## src/common/softmax_pkg.sv

```systemverilog
`default_nettype none

package softmax_pkg;

  // group geometry
  localparam int NUM_NODES  = 8;
  localparam int NODE_CNT_W = $clog2(NUM_NODES + 1);
  localparam int NODE_IDX_W = $clog2(NUM_NODES);

  // datapath widths
  localparam int COEF_W     = 4;
  localparam int EXP_W      = 16;
  localparam int SUM_W      = 19;
  localparam int ALPHA_FRAC = 8;
  localparam int ALPHA_W    = ALPHA_FRAC + 1;

  // one stage per quotient bit plus the output register
  localparam int DIV_LAT    = ALPHA_W + 1;
  // partial remainder is below the divisor, one extra bit for the shift
  localparam int DIV_REM_W  = SUM_W + 1;

  // pairwise reduction tree depth
  localparam int RED_STEPS  = $clog2(NUM_NODES);
  localparam int RED_STEP_W = $clog2(RED_STEPS + 1);

  // boundary flow control
  localparam int IN_DEPTH    = 2;
  localparam int IN_PTR_W    = (IN_DEPTH > 1) ? $clog2(IN_DEPTH) : 1;
  localparam int IN_CNT_W    = $clog2(IN_DEPTH + 1);
  localparam int OUT_CREDITS = 2;
  localparam int CRED_W      = $clog2(OUT_CREDITS + 1);

  typedef struct packed {
    logic [NODE_CNT_W-1:0]             count;
    logic [NUM_NODES-1:0][COEF_W-1:0]  coef;
  } coef_group_t;

  typedef struct packed {
    logic [NODE_CNT_W-1:0]             count;
    logic [NUM_NODES-1:0][ALPHA_W-1:0] alpha;
  } alpha_group_t;

  typedef struct packed {
    logic [EXP_W-1:0]      dividend;
    logic [SUM_W-1:0]      divisor;
    logic [NODE_IDX_W-1:0] idx;
  } div_req_t;

  typedef struct packed {
    logic [ALPHA_W-1:0]    quot;
    logic [NODE_IDX_W-1:0] idx;
  } div_rsp_t;

  typedef enum logic [2:0] {
    SM_IDLE,
    SM_EXP,
    SM_REDUCE,
    SM_ISSUE,
    SM_COLLECT
  } sm_state_t;

endpackage

`default_nettype wire

```

## src/logic/coef_ingress.sv

```systemverilog
`timescale 1ns/1ps
`default_nettype none

module coef_ingress import softmax_pkg::*; (
  input  wire logic        clk,
  input  wire logic        rst_n,
  input  wire logic        i_in_valid,
  input  wire coef_group_t i_in_group,
  input  wire logic        i_ready,
  output logic             o_in_credit,
  output logic             o_valid,
  output coef_group_t      o_group
);

  coef_group_t         mem [IN_DEPTH];
  logic [IN_PTR_W-1:0] wr_ptr_q;
  logic [IN_PTR_W-1:0] rd_ptr_q;
  logic [IN_CNT_W-1:0] count_q;
  logic                push;
  logic                pop;

  assign push = i_in_valid;
  assign pop  = o_valid && i_ready;

  // head of queue goes straight to the engine
  assign o_valid = (count_q != '0);
  assign o_group = mem[rd_ptr_q];

  always_ff @(posedge clk) begin
    if (push) begin
      mem[wr_ptr_q] <= i_in_group;
    end
  end

  always_ff @(posedge clk) begin
    if (!rst_n) begin
      wr_ptr_q    <= '0;
      rd_ptr_q    <= '0;
      count_q     <= '0;
      o_in_credit <= 1'b0;
    end else begin
      if (push) begin
        wr_ptr_q <= (wr_ptr_q == IN_PTR_W'(IN_DEPTH - 1)) ? '0 : wr_ptr_q + 1'b1;
      end
      if (pop) begin
        rd_ptr_q <= (rd_ptr_q == IN_PTR_W'(IN_DEPTH - 1)) ? '0 : rd_ptr_q + 1'b1;
      end
      case ({push, pop})
        2'b10:   count_q <= count_q + 1'b1;
        2'b01:   count_q <= count_q - 1'b1;
        default: count_q <= count_q;
      endcase
      // slot freed, hand one credit back upstream
      o_in_credit <= pop;
    end
  end

  // upstream may only send while it holds a credit, so full means a violation
  a_no_push_when_full: assert property (
    @(posedge clk) disable iff (!rst_n)
    i_in_valid |-> (count_q < IN_CNT_W'(IN_DEPTH))
  );

endmodule

`default_nettype wire

```

## src/softmax/fxp_div_pipe.sv

```systemverilog
`timescale 1ns/1ps
`default_nettype none

module fxp_div_pipe import softmax_pkg::*; (
  input  wire logic     clk,
  input  wire logic     rst_n,
  input  wire logic     i_valid,
  input  wire div_req_t i_req,
  output logic          o_valid,
  output div_rsp_t      o_rsp
);

  // stage registers, one quotient bit resolved per stage
  logic [DIV_REM_W-1:0]  rem_q   [ALPHA_W];
  logic [ALPHA_W-1:0]    quot_q  [ALPHA_W];
  logic [SUM_W-1:0]      dvs_q   [ALPHA_W];
  logic [NODE_IDX_W-1:0] idx_q   [ALPHA_W];
  logic [ALPHA_W-1:0]    vld_q;

  // stage inputs and next values
  logic [DIV_REM_W-1:0]  rem_in  [ALPHA_W];
  logic [ALPHA_W-1:0]    quot_in [ALPHA_W];
  logic [SUM_W-1:0]      dvs_in  [ALPHA_W];
  logic [NODE_IDX_W-1:0] idx_in  [ALPHA_W];
  logic [ALPHA_W-1:0]    vld_in;
  logic [DIV_REM_W-1:0]  rem_nx  [ALPHA_W];
  logic [ALPHA_W-1:0]    quot_nx [ALPHA_W];

  always_comb begin
    // first stage takes the integer bit, so no shift on entry
    rem_in[0]  = DIV_REM_W'(i_req.dividend);
    quot_in[0] = '0;
    dvs_in[0]  = i_req.divisor;
    idx_in[0]  = i_req.idx;
    vld_in[0]  = i_valid;
    for (int s = 1; s < ALPHA_W; s++) begin
      rem_in[s]  = rem_q[s-1] << 1;
      quot_in[s] = quot_q[s-1];
      dvs_in[s]  = dvs_q[s-1];
      idx_in[s]  = idx_q[s-1];
      vld_in[s]  = vld_q[s-1];
    end
    // restoring step, subtract when the partial remainder covers the divisor
    for (int s = 0; s < ALPHA_W; s++) begin
      quot_nx[s] = quot_in[s];
      if (rem_in[s] >= DIV_REM_W'(dvs_in[s])) begin
        rem_nx[s]                = rem_in[s] - DIV_REM_W'(dvs_in[s]);
        quot_nx[s][ALPHA_W-1-s] = 1'b1;
      end else begin
        rem_nx[s]                = rem_in[s];
        quot_nx[s][ALPHA_W-1-s] = 1'b0;
      end
    end
  end

  always_ff @(posedge clk) begin
    for (int s = 0; s < ALPHA_W; s++) begin
      rem_q[s]  <= rem_nx[s];
      quot_q[s] <= quot_nx[s];
      dvs_q[s]  <= dvs_in[s];
      idx_q[s]  <= idx_in[s];
    end
    o_rsp.quot <= quot_q[ALPHA_W-1];
    o_rsp.idx  <= idx_q[ALPHA_W-1];
  end

  // valid shift chain alongside the data
  always_ff @(posedge clk) begin
    if (!rst_n) begin
      vld_q   <= '0;
      o_valid <= 1'b0;
    end else begin
      vld_q   <= vld_in;
      o_valid <= vld_q[ALPHA_W-1];
    end
  end

  // the engine must have a nonzero group sum before it issues
  a_divisor_nonzero: assert property (
    @(posedge clk) disable iff (!rst_n)
    i_valid |-> (i_req.divisor != '0)
  );

endmodule

`default_nettype wire

```

## src/softmax/softmax_engine.sv

```systemverilog
`timescale 1ns/1ps
`default_nettype none

module softmax_engine import softmax_pkg::*; (
  input  wire logic         clk,
  input  wire logic         rst_n,
  input  wire logic         i_valid,
  input  wire coef_group_t  i_group,
  input  wire logic         i_ready,
  output logic              o_ready,
  output logic              o_valid,
  output alpha_group_t      o_group
);

  sm_state_t                         state_q;
  sm_state_t                         state_d;
  logic                              ready_q;
  logic [RED_STEP_W-1:0]             red_step_q;
  logic [NODE_IDX_W-1:0]             issue_idx_q;
  logic [NODE_CNT_W-1:0]             rsp_cnt_q;

  logic [NODE_CNT_W-1:0]             cnt_q;
  logic [NUM_NODES-1:0][COEF_W-1:0]  coef_q;
  logic [NUM_NODES-1:0][EXP_W-1:0]   term_q;
  logic [NUM_NODES-1:0][SUM_W-1:0]   red_q;
  logic [NUM_NODES-1:0][ALPHA_W-1:0] alpha_q;

  logic                              accept;
  logic                              out_fire;
  logic                              last_issue;
  logic                              div_valid;
  div_req_t                          div_req;
  logic                              rsp_valid;
  div_rsp_t                          div_rsp;

  assign accept     = i_valid && ready_q;
  assign out_fire   = o_valid && i_ready;
  assign last_issue = (NODE_CNT_W'(issue_idx_q) == cnt_q - NODE_CNT_W'(1));

  assign o_ready = ready_q;
  // group is complete once every issued divide has come back
  assign o_valid       = (state_q == SM_COLLECT) && (rsp_cnt_q == cnt_q);
  assign o_group.count = cnt_q;
  assign o_group.alpha = alpha_q;

  // one divide per cycle, sum sits in slot 0 after the reduction
  assign div_valid        = (state_q == SM_ISSUE);
  assign div_req.dividend = term_q[issue_idx_q];
  assign div_req.divisor  = red_q[0];
  assign div_req.idx      = issue_idx_q;

  always_comb begin
    state_d = state_q;
    case (state_q)
      SM_IDLE:    if (accept) state_d = SM_EXP;
      SM_EXP:     state_d = SM_REDUCE;
      SM_REDUCE:  if (red_step_q == RED_STEP_W'(RED_STEPS - 1)) state_d = SM_ISSUE;
      SM_ISSUE:   if (last_issue) state_d = SM_COLLECT;
      SM_COLLECT: if (out_fire) state_d = SM_IDLE;
      default:    state_d = SM_IDLE;
    endcase
  end

  always_ff @(posedge clk) begin
    if (!rst_n) begin
      state_q     <= SM_IDLE;
      ready_q     <= 1'b0;
      red_step_q  <= '0;
      issue_idx_q <= '0;
      rsp_cnt_q   <= '0;
    end else begin
      state_q <= state_d;
      ready_q <= (state_d == SM_IDLE);
      if (state_q == SM_REDUCE) begin
        red_step_q <= red_step_q + 1'b1;
      end else begin
        red_step_q <= '0;
      end
      if (accept) begin
        issue_idx_q <= '0;
      end else if (div_valid) begin
        issue_idx_q <= issue_idx_q + 1'b1;
      end
      if (accept) begin
        rsp_cnt_q <= '0;
      end else if (rsp_valid) begin
        rsp_cnt_q <= rsp_cnt_q + 1'b1;
      end
    end
  end

  always_ff @(posedge clk) begin
    if (accept) begin
      cnt_q  <= i_group.count;
      coef_q <= i_group.coef;
    end
    // exp(c) approximated as 2^c, unused slots forced to zero
    if (state_q == SM_EXP) begin
      for (int i = 0; i < NUM_NODES; i++) begin
        if (NODE_CNT_W'(i) < cnt_q) begin
          term_q[i] <= EXP_W'(1) << coef_q[i];
          red_q[i]  <= SUM_W'(EXP_W'(1) << coef_q[i]);
        end else begin
          term_q[i] <= '0;
          red_q[i]  <= '0;
        end
      end
    end
    // halve the array every cycle
    if (state_q == SM_REDUCE) begin
      for (int i = 0; i < NUM_NODES / 2; i++) begin
        red_q[i] <= red_q[2*i] + red_q[2*i+1];
      end
      for (int i = NUM_NODES / 2; i < NUM_NODES; i++) begin
        red_q[i] <= '0;
      end
    end
    // clear on accept so a smaller group leaves nothing stale
    if (accept) begin
      alpha_q <= '0;
    end else if (rsp_valid) begin
      alpha_q[div_rsp.idx] <= div_rsp.quot;
    end
  end

  fxp_div_pipe u_div (
    .clk     (clk),
    .rst_n   (rst_n),
    .i_valid (div_valid),
    .i_req   (div_req),
    .o_valid (rsp_valid),
    .o_rsp   (div_rsp)
  );

  a_count_range: assert property (
    @(posedge clk) disable iff (!rst_n)
    accept |-> (i_group.count >= 1 && i_group.count <= NUM_NODES)
  );

  // quotients only come back for a group that is being divided
  a_rsp_in_window: assert property (
    @(posedge clk) disable iff (!rst_n)
    rsp_valid |-> (state_q inside {SM_ISSUE, SM_COLLECT})
  );

endmodule

`default_nettype wire

```

## src/logic/alpha_egress.sv

```systemverilog
`timescale 1ns/1ps
`default_nettype none

module alpha_egress import softmax_pkg::*; (
  input  wire logic         clk,
  input  wire logic         rst_n,
  input  wire logic         i_valid,
  input  wire alpha_group_t i_group,
  input  wire logic         i_out_credit,
  output logic              o_ready,
  output logic              o_out_valid,
  output alpha_group_t      o_out_group
);

  alpha_group_t      data_q;
  logic              full_q;
  logic              full_d;
  logic              ready_q;
  logic [CRED_W-1:0] cred_q;
  logic              accept;
  logic              send;

  assign accept = i_valid && ready_q;
  // only release while downstream has room
  assign send   = full_q && (cred_q != '0);
  assign full_d = (full_q && !send) || accept;

  assign o_ready     = ready_q;
  assign o_out_valid = send;
  assign o_out_group = data_q;

  always_ff @(posedge clk) begin
    if (accept) begin
      data_q <= i_group;
    end
  end

  always_ff @(posedge clk) begin
    if (!rst_n) begin
      full_q  <= 1'b0;
      ready_q <= 1'b0;
      cred_q  <= CRED_W'(OUT_CREDITS);
    end else begin
      full_q  <= full_d;
      ready_q <= !full_d;
      // a returning credit and a send in one cycle cancel out
      case ({i_out_credit, send})
        2'b10:   cred_q <= cred_q + 1'b1;
        2'b01:   cred_q <= cred_q - 1'b1;
        default: cred_q <= cred_q;
      endcase
    end
  end

  // downstream never returns more than it was given
  a_credit_bound: assert property (
    @(posedge clk) disable iff (!rst_n)
    cred_q <= CRED_W'(OUT_CREDITS)
  );

endmodule

`default_nettype wire

```

## src/logic/gat_softmax_top.sv

```systemverilog
`timescale 1ns/1ps
`default_nettype none

module gat_softmax_top import softmax_pkg::*; (
  input  wire logic         clk,
  input  wire logic         rst_n,
  input  wire logic         i_in_valid,
  input  wire coef_group_t  i_in_group,
  input  wire logic         i_out_credit,
  output logic              o_in_credit,
  output logic              o_out_valid,
  output alpha_group_t      o_out_group
);

  logic         ing_valid;
  coef_group_t  ing_group;
  logic         eng_ready;
  logic         eng_valid;
  alpha_group_t eng_group;
  logic         egr_ready;

  coef_ingress u_ingress (
    .clk         (clk),
    .rst_n       (rst_n),
    .i_in_valid  (i_in_valid),
    .i_in_group  (i_in_group),
    .i_ready     (eng_ready),
    .o_in_credit (o_in_credit),
    .o_valid     (ing_valid),
    .o_group     (ing_group)
  );

  softmax_engine u_engine (
    .clk     (clk),
    .rst_n   (rst_n),
    .i_valid (ing_valid),
    .i_group (ing_group),
    .i_ready (egr_ready),
    .o_ready (eng_ready),
    .o_valid (eng_valid),
    .o_group (eng_group)
  );

  alpha_egress u_egress (
    .clk          (clk),
    .rst_n        (rst_n),
    .i_valid      (eng_valid),
    .i_group      (eng_group),
    .i_out_credit (i_out_credit),
    .o_ready      (egr_ready),
    .o_out_valid  (o_out_valid),
    .o_out_group  (o_out_group)
  );

endmodule

`default_nettype wire

```

## config.mk

```make
export PLATFORM = sky130hd
export DESIGN_NAME = gat_softmax_top
export DESIGN_NICKNAME = d
export VERILOG_FILES = /design/src/common/softmax_pkg.sv /design/src/logic/coef_ingress.sv /design/src/softmax/fxp_div_pipe.sv /design/src/softmax/softmax_engine.sv /design/src/logic/alpha_egress.sv /design/src/logic/gat_softmax_top.sv
export SDC_FILE = /design/constraint.sdc
export NUM_CORES = 2
export LEC_CHECK = 0
export BUFFER_PORTS_ARGS = -buffer_cell sky130_fd_sc_hd__clkbuf_2
export CAP_MARGIN = 0
export CORE_MARGIN = 1
export CORE_UTILIZATION = 56
export DETAILED_ROUTE_END_ITERATION = 6
export GPL_ROUTABILITY_DRIVEN = 0
export GPL_TIMING_DRIVEN = 0
export PLACE_DENSITY_LB_ADDON = 0.12
export RECOVER_POWER = 100
export SLEW_MARGIN = 20
export SYNTH_ARGS = -nofsm -noshare
export SYNTH_HDL_FRONTEND = slang
export SYNTH_HIERARCHICAL = 1
export SYNTH_SLANG_ARGS = --single-unit
```

## constraint.sdc

```tcl
create_clock -name clk -period 5.65 [get_ports clk]
set_clock_uncertainty 0.2 [all_clocks]
set_input_delay 0.2825 -clock clk [delete_from_list [all_inputs] [get_ports clk]]
set_output_delay 0.2825 -clock clk [all_outputs]
set_load 0.05 [all_outputs]
```

==> reports/qor.yml <==
timing:
  setup_violations: 0
  holdWs_ps: 109
  period_share_pct: 93.8
  rsz0062_at_grt: "no"
  worst_slack_ps: 349
  fmax_mhz: 189
  hold_violations: 0
  min_period_ps: 5300
  tightest_slew_ps: 1870
  setup_tns_ps: 0
  slew_headroom_pct: -24.6
  maxSlewViolCount: 125
detailed_routing:
  via_per_inst: 5.62
  drtAntennaViolNets: 0
  vias: 28000
  drt_pass1_iterations: 6
  route.detailed.drc: 0
  drt_iter0_markers: 2124
  routedWlPerCell_um: 19.1
  routed_wl_um: 95300
floorplan:
  fp.dieH_um: 272
  die_w_um: 272
  core-area_sq_um: 71700
  dieArea_sq_um: 73900
  start_util_pct: 56.8
  io_pins: 118
  rows: 98
grt:
  grt_max_degree: 137
  grt.overflow.total: 0
  grt_first_pass_wirelength_um: 147000
  grt_pass1_vias: 27300
  antenna_found_initial: 3
  grt_use_total_pct: 25.4
layout:
  fillers: 5774
  antenna_cells: 0
  syn_to_final_growth_pct: 12.9
  instances_no_fill: 4985
  drive_gt1_share_pct: 9.12
  nNetsFinal: 4249
status:
  status: "finished with violations"
  violations: "capacitance limit, slew limit"
pwr:
  internal_power_mw: 17.0
  netSwitchingFraction_pct: 36.4
  p_sw_mw: 9.75
  power_density_nw_per_um2: 582
  comb_power_share_pct: 40.0
  ir_worst_vdd_uv: 336
  seqPwrFrac_pct: 36.3
  p_clk_share_pct: 23.7
  power_leakage_nw: 18.3
synth:
  ys_warn_count: 6
  synthSimpleGateAreaFrac_pct: 11.2
  synth_seq_cells: 940
  synth_mux_area_share_pct: 5.88
  syn-instance-count: 3695
  synth_xor_area_share_pct: 4.00
  synth-adder-area-share_pct: 8.02
  synth_area_leaders: "edfxtp_1 28%, dfxtp_1 27%, ha_1 7.4%, mux2_2 3.8%, nand2_1 3.6%"
  synth-edff-count: 383
  synthMostInstantiatedCell: "dfxtp_1"
  synth_nets: 3989
  synth_seq_area_share_pct: 55.6
  ys_async_sr_fraction_pct: 0
  synth_compound_area_share_pct: 12.2
  synth_area_leader_cell: "edfxtp_1"
  synth_common_cells: "557 x dfxtp_1, 391 x nand2_1, 383 x edfxtp_1"
  synth_area_per_cell_sq_um: 11.0
  yosysTopAreaCellShare_pct: 28.2
  synth.distinct_cells: 85
  synth_flop_cell: "dfxtp_1"
  synth_top_family_by_area: "compound AO/OA/AOI/OAI gates"
  syn_area_sq_um: 40800
critical_path:
  critical_path_arrival_ps: 5620
  worstSetupStartpointType: "flop"
  cp-end-kind: "flop"
  worstSetupPathType: "reg -> reg"
  required_ps: 5970
  path_max_fanout: 10
clocking:
  cts_tree: "built"
  postCtsSetupBuffers: 0
  clk_pin_slew_ps: 60
  clockRootBuffer: "clkbuf_16"
  clock_path_buffers: 3
  clock_latency_ps: 660
  ctsHtreeMaxLevel: 3
  numCtsBuffers: 95
  cts.sinks: 940
placed_design:
  place_hpwl_um: 70500
  numPortBuffers: 117
  place_ws_ps: 152
  dp.cells: 4767
hold_path:
  hold_path_class: "reg -> reg"
flow_run:
  cap_violations: 4
per-stage QoR:
step | instance area (sq um) | utilization (%) | power, mW
after floorplan | 40800 | - | 17.8
after global placement | 42500 | 59.3 | 20.4
after detailed placement | 42700 | 59.5 | 20.5
after CTS | 46300 | 64.6 | 27.0
after global routing | 46000 | 64.2 | 28.5
final | 46000 | 64.2 | 26.8
registers in the layout (all words and copies together), names as in the netlist, 3 cells and up, named ones only:
name,cells
u_engine/rsp_cnt_q,4
u_egress/o_out_group,76
u_engine/u_div/quot_q,45
u_engine/term_q,128
u_engine/u_div/idx_q,27
u_engine/state_q,3
u_engine/div_req,19
u_engine/issue_idx_q,3
u_engine/coef_q,32
u_engine/o_group,72
u_engine/cnt_q,4
u_engine/u_div/rem_q,152
u_ingress/mem,72
u_engine/red_q,116
u_engine/u_div/o_rsp,12
u_engine/u_div/vld_q,9
u_engine/u_div/dvs_q,152
routing by layer:
layer	part of all wire, %	up-vias	global-route usage [%]
met5	0.012	-	0
met4	3.9	2	9.95
met3	5.1	211	3.75
met2	50	791	45.5
met1	41	13400	30.7
li1	-	13600	-
logic make-up (layout without fill, tap and decap cells):
group | Yosys count | in the layout
simple gates | 1008 | 1008
flops | 940 | 940
compound gates | 802 | 802
buf+inv | 324 | 664
fa+ha+maj | 254 | 254
xor+xnor | 186 | 186
mux | 181 | 181
placed cells by master, fill, tap and decap left out, types with 13 or more instances in the layout:
master           n
or2_2           15
nor3_1          50
inv_1          227
clkbuf_1       200
o31ai_1         25
nor2b_1         43
a211oi_1        28
mux2_2         130
ha_1           242
nand3_1         53
clkinv_2        13
edfxtp_1       383
nand2_1        391
and2_1          18
and2_0          14
o21a_1          34
mux4_2          32
nand4_1         24
nor2_1         274
xor2_1          91
clkbuf_16       99
clkbuf_2        19
dlygate4sd3_1   41
o21ai_0        221
nand2b_1        51
a21o_1          86
clkinv_1        14
a21oi_1        255
or3_1           15
dfxtp_1        557
o21bai_1        16
a31oi_1         22
and3_1          16
xnor2_1         95
worst paths after layout:
path                                   start                    endpoint  slack, ps  depth (start not counted)
setup / recovery     u_engine/issue_idx_q[0]  u_engine/u_div/rem_q[0][5]        350                         17
setup reg to reg     u_engine/issue_idx_q[0]  u_engine/u_div/rem_q[0][5]        350                         17
hold reg to reg   u_engine/u_div/idx_q[3][2]  u_engine/u_div/idx_q[4][2]        110                          0
hold / removal    u_engine/u_div/idx_q[3][2]  u_engine/u_div/idx_q[4][2]        110                          0
power groups by stage:
stage | sequential [mW] | combinational, mW | clock [mW]
floorplan | 9.50 | 8.27 | 0
global placement | 9.87 | 10.5 | 0
detailed placement | 9.85 | 10.7 | 0
CTS | 9.72 | 10.8 | 6.47
global route | 9.88 | 11.8 | 6.74
finish | 9.73 | 10.7 | 6.34
area by class of cell:
class	instances	area [sq um]	area share, %
sequential	940	22700	49.2
multi-input combinational	2431	16800	36.5
clock buffer	128	2700	5.86
tap	950	1190	2.58
timing repair buffer	163	892	1.94
inverter	228	868	1.89
clock inverter	49	551	1.20
buffer	96	377	0.818
timing repair:
item / 4_1_cts / 5_1_grt
gates resized for setup: 0 / 4
endpoints found under the setup margin: 0 / 16
hold endpoints to repair: 110 / 0
hold buffers: 41 / 0
critical path, stage by stage (launching register included):
cell      delay, ps
dfxtp_1         360
clkbuf_2        350
clkbuf_2        440
mux4_2          580
mux2_2          350
inv_1            90
ha_1            170
inv_1            60
fa_1            400
a21oi_1         220
o21ai_0         150
a221o_1         320
a21oi_1         310
or2_1           210
a211o_1         140
a2111o_1        140
buf_2           260
mux2_2          380
Note: power is estimated with default switching activity, not from simulation.
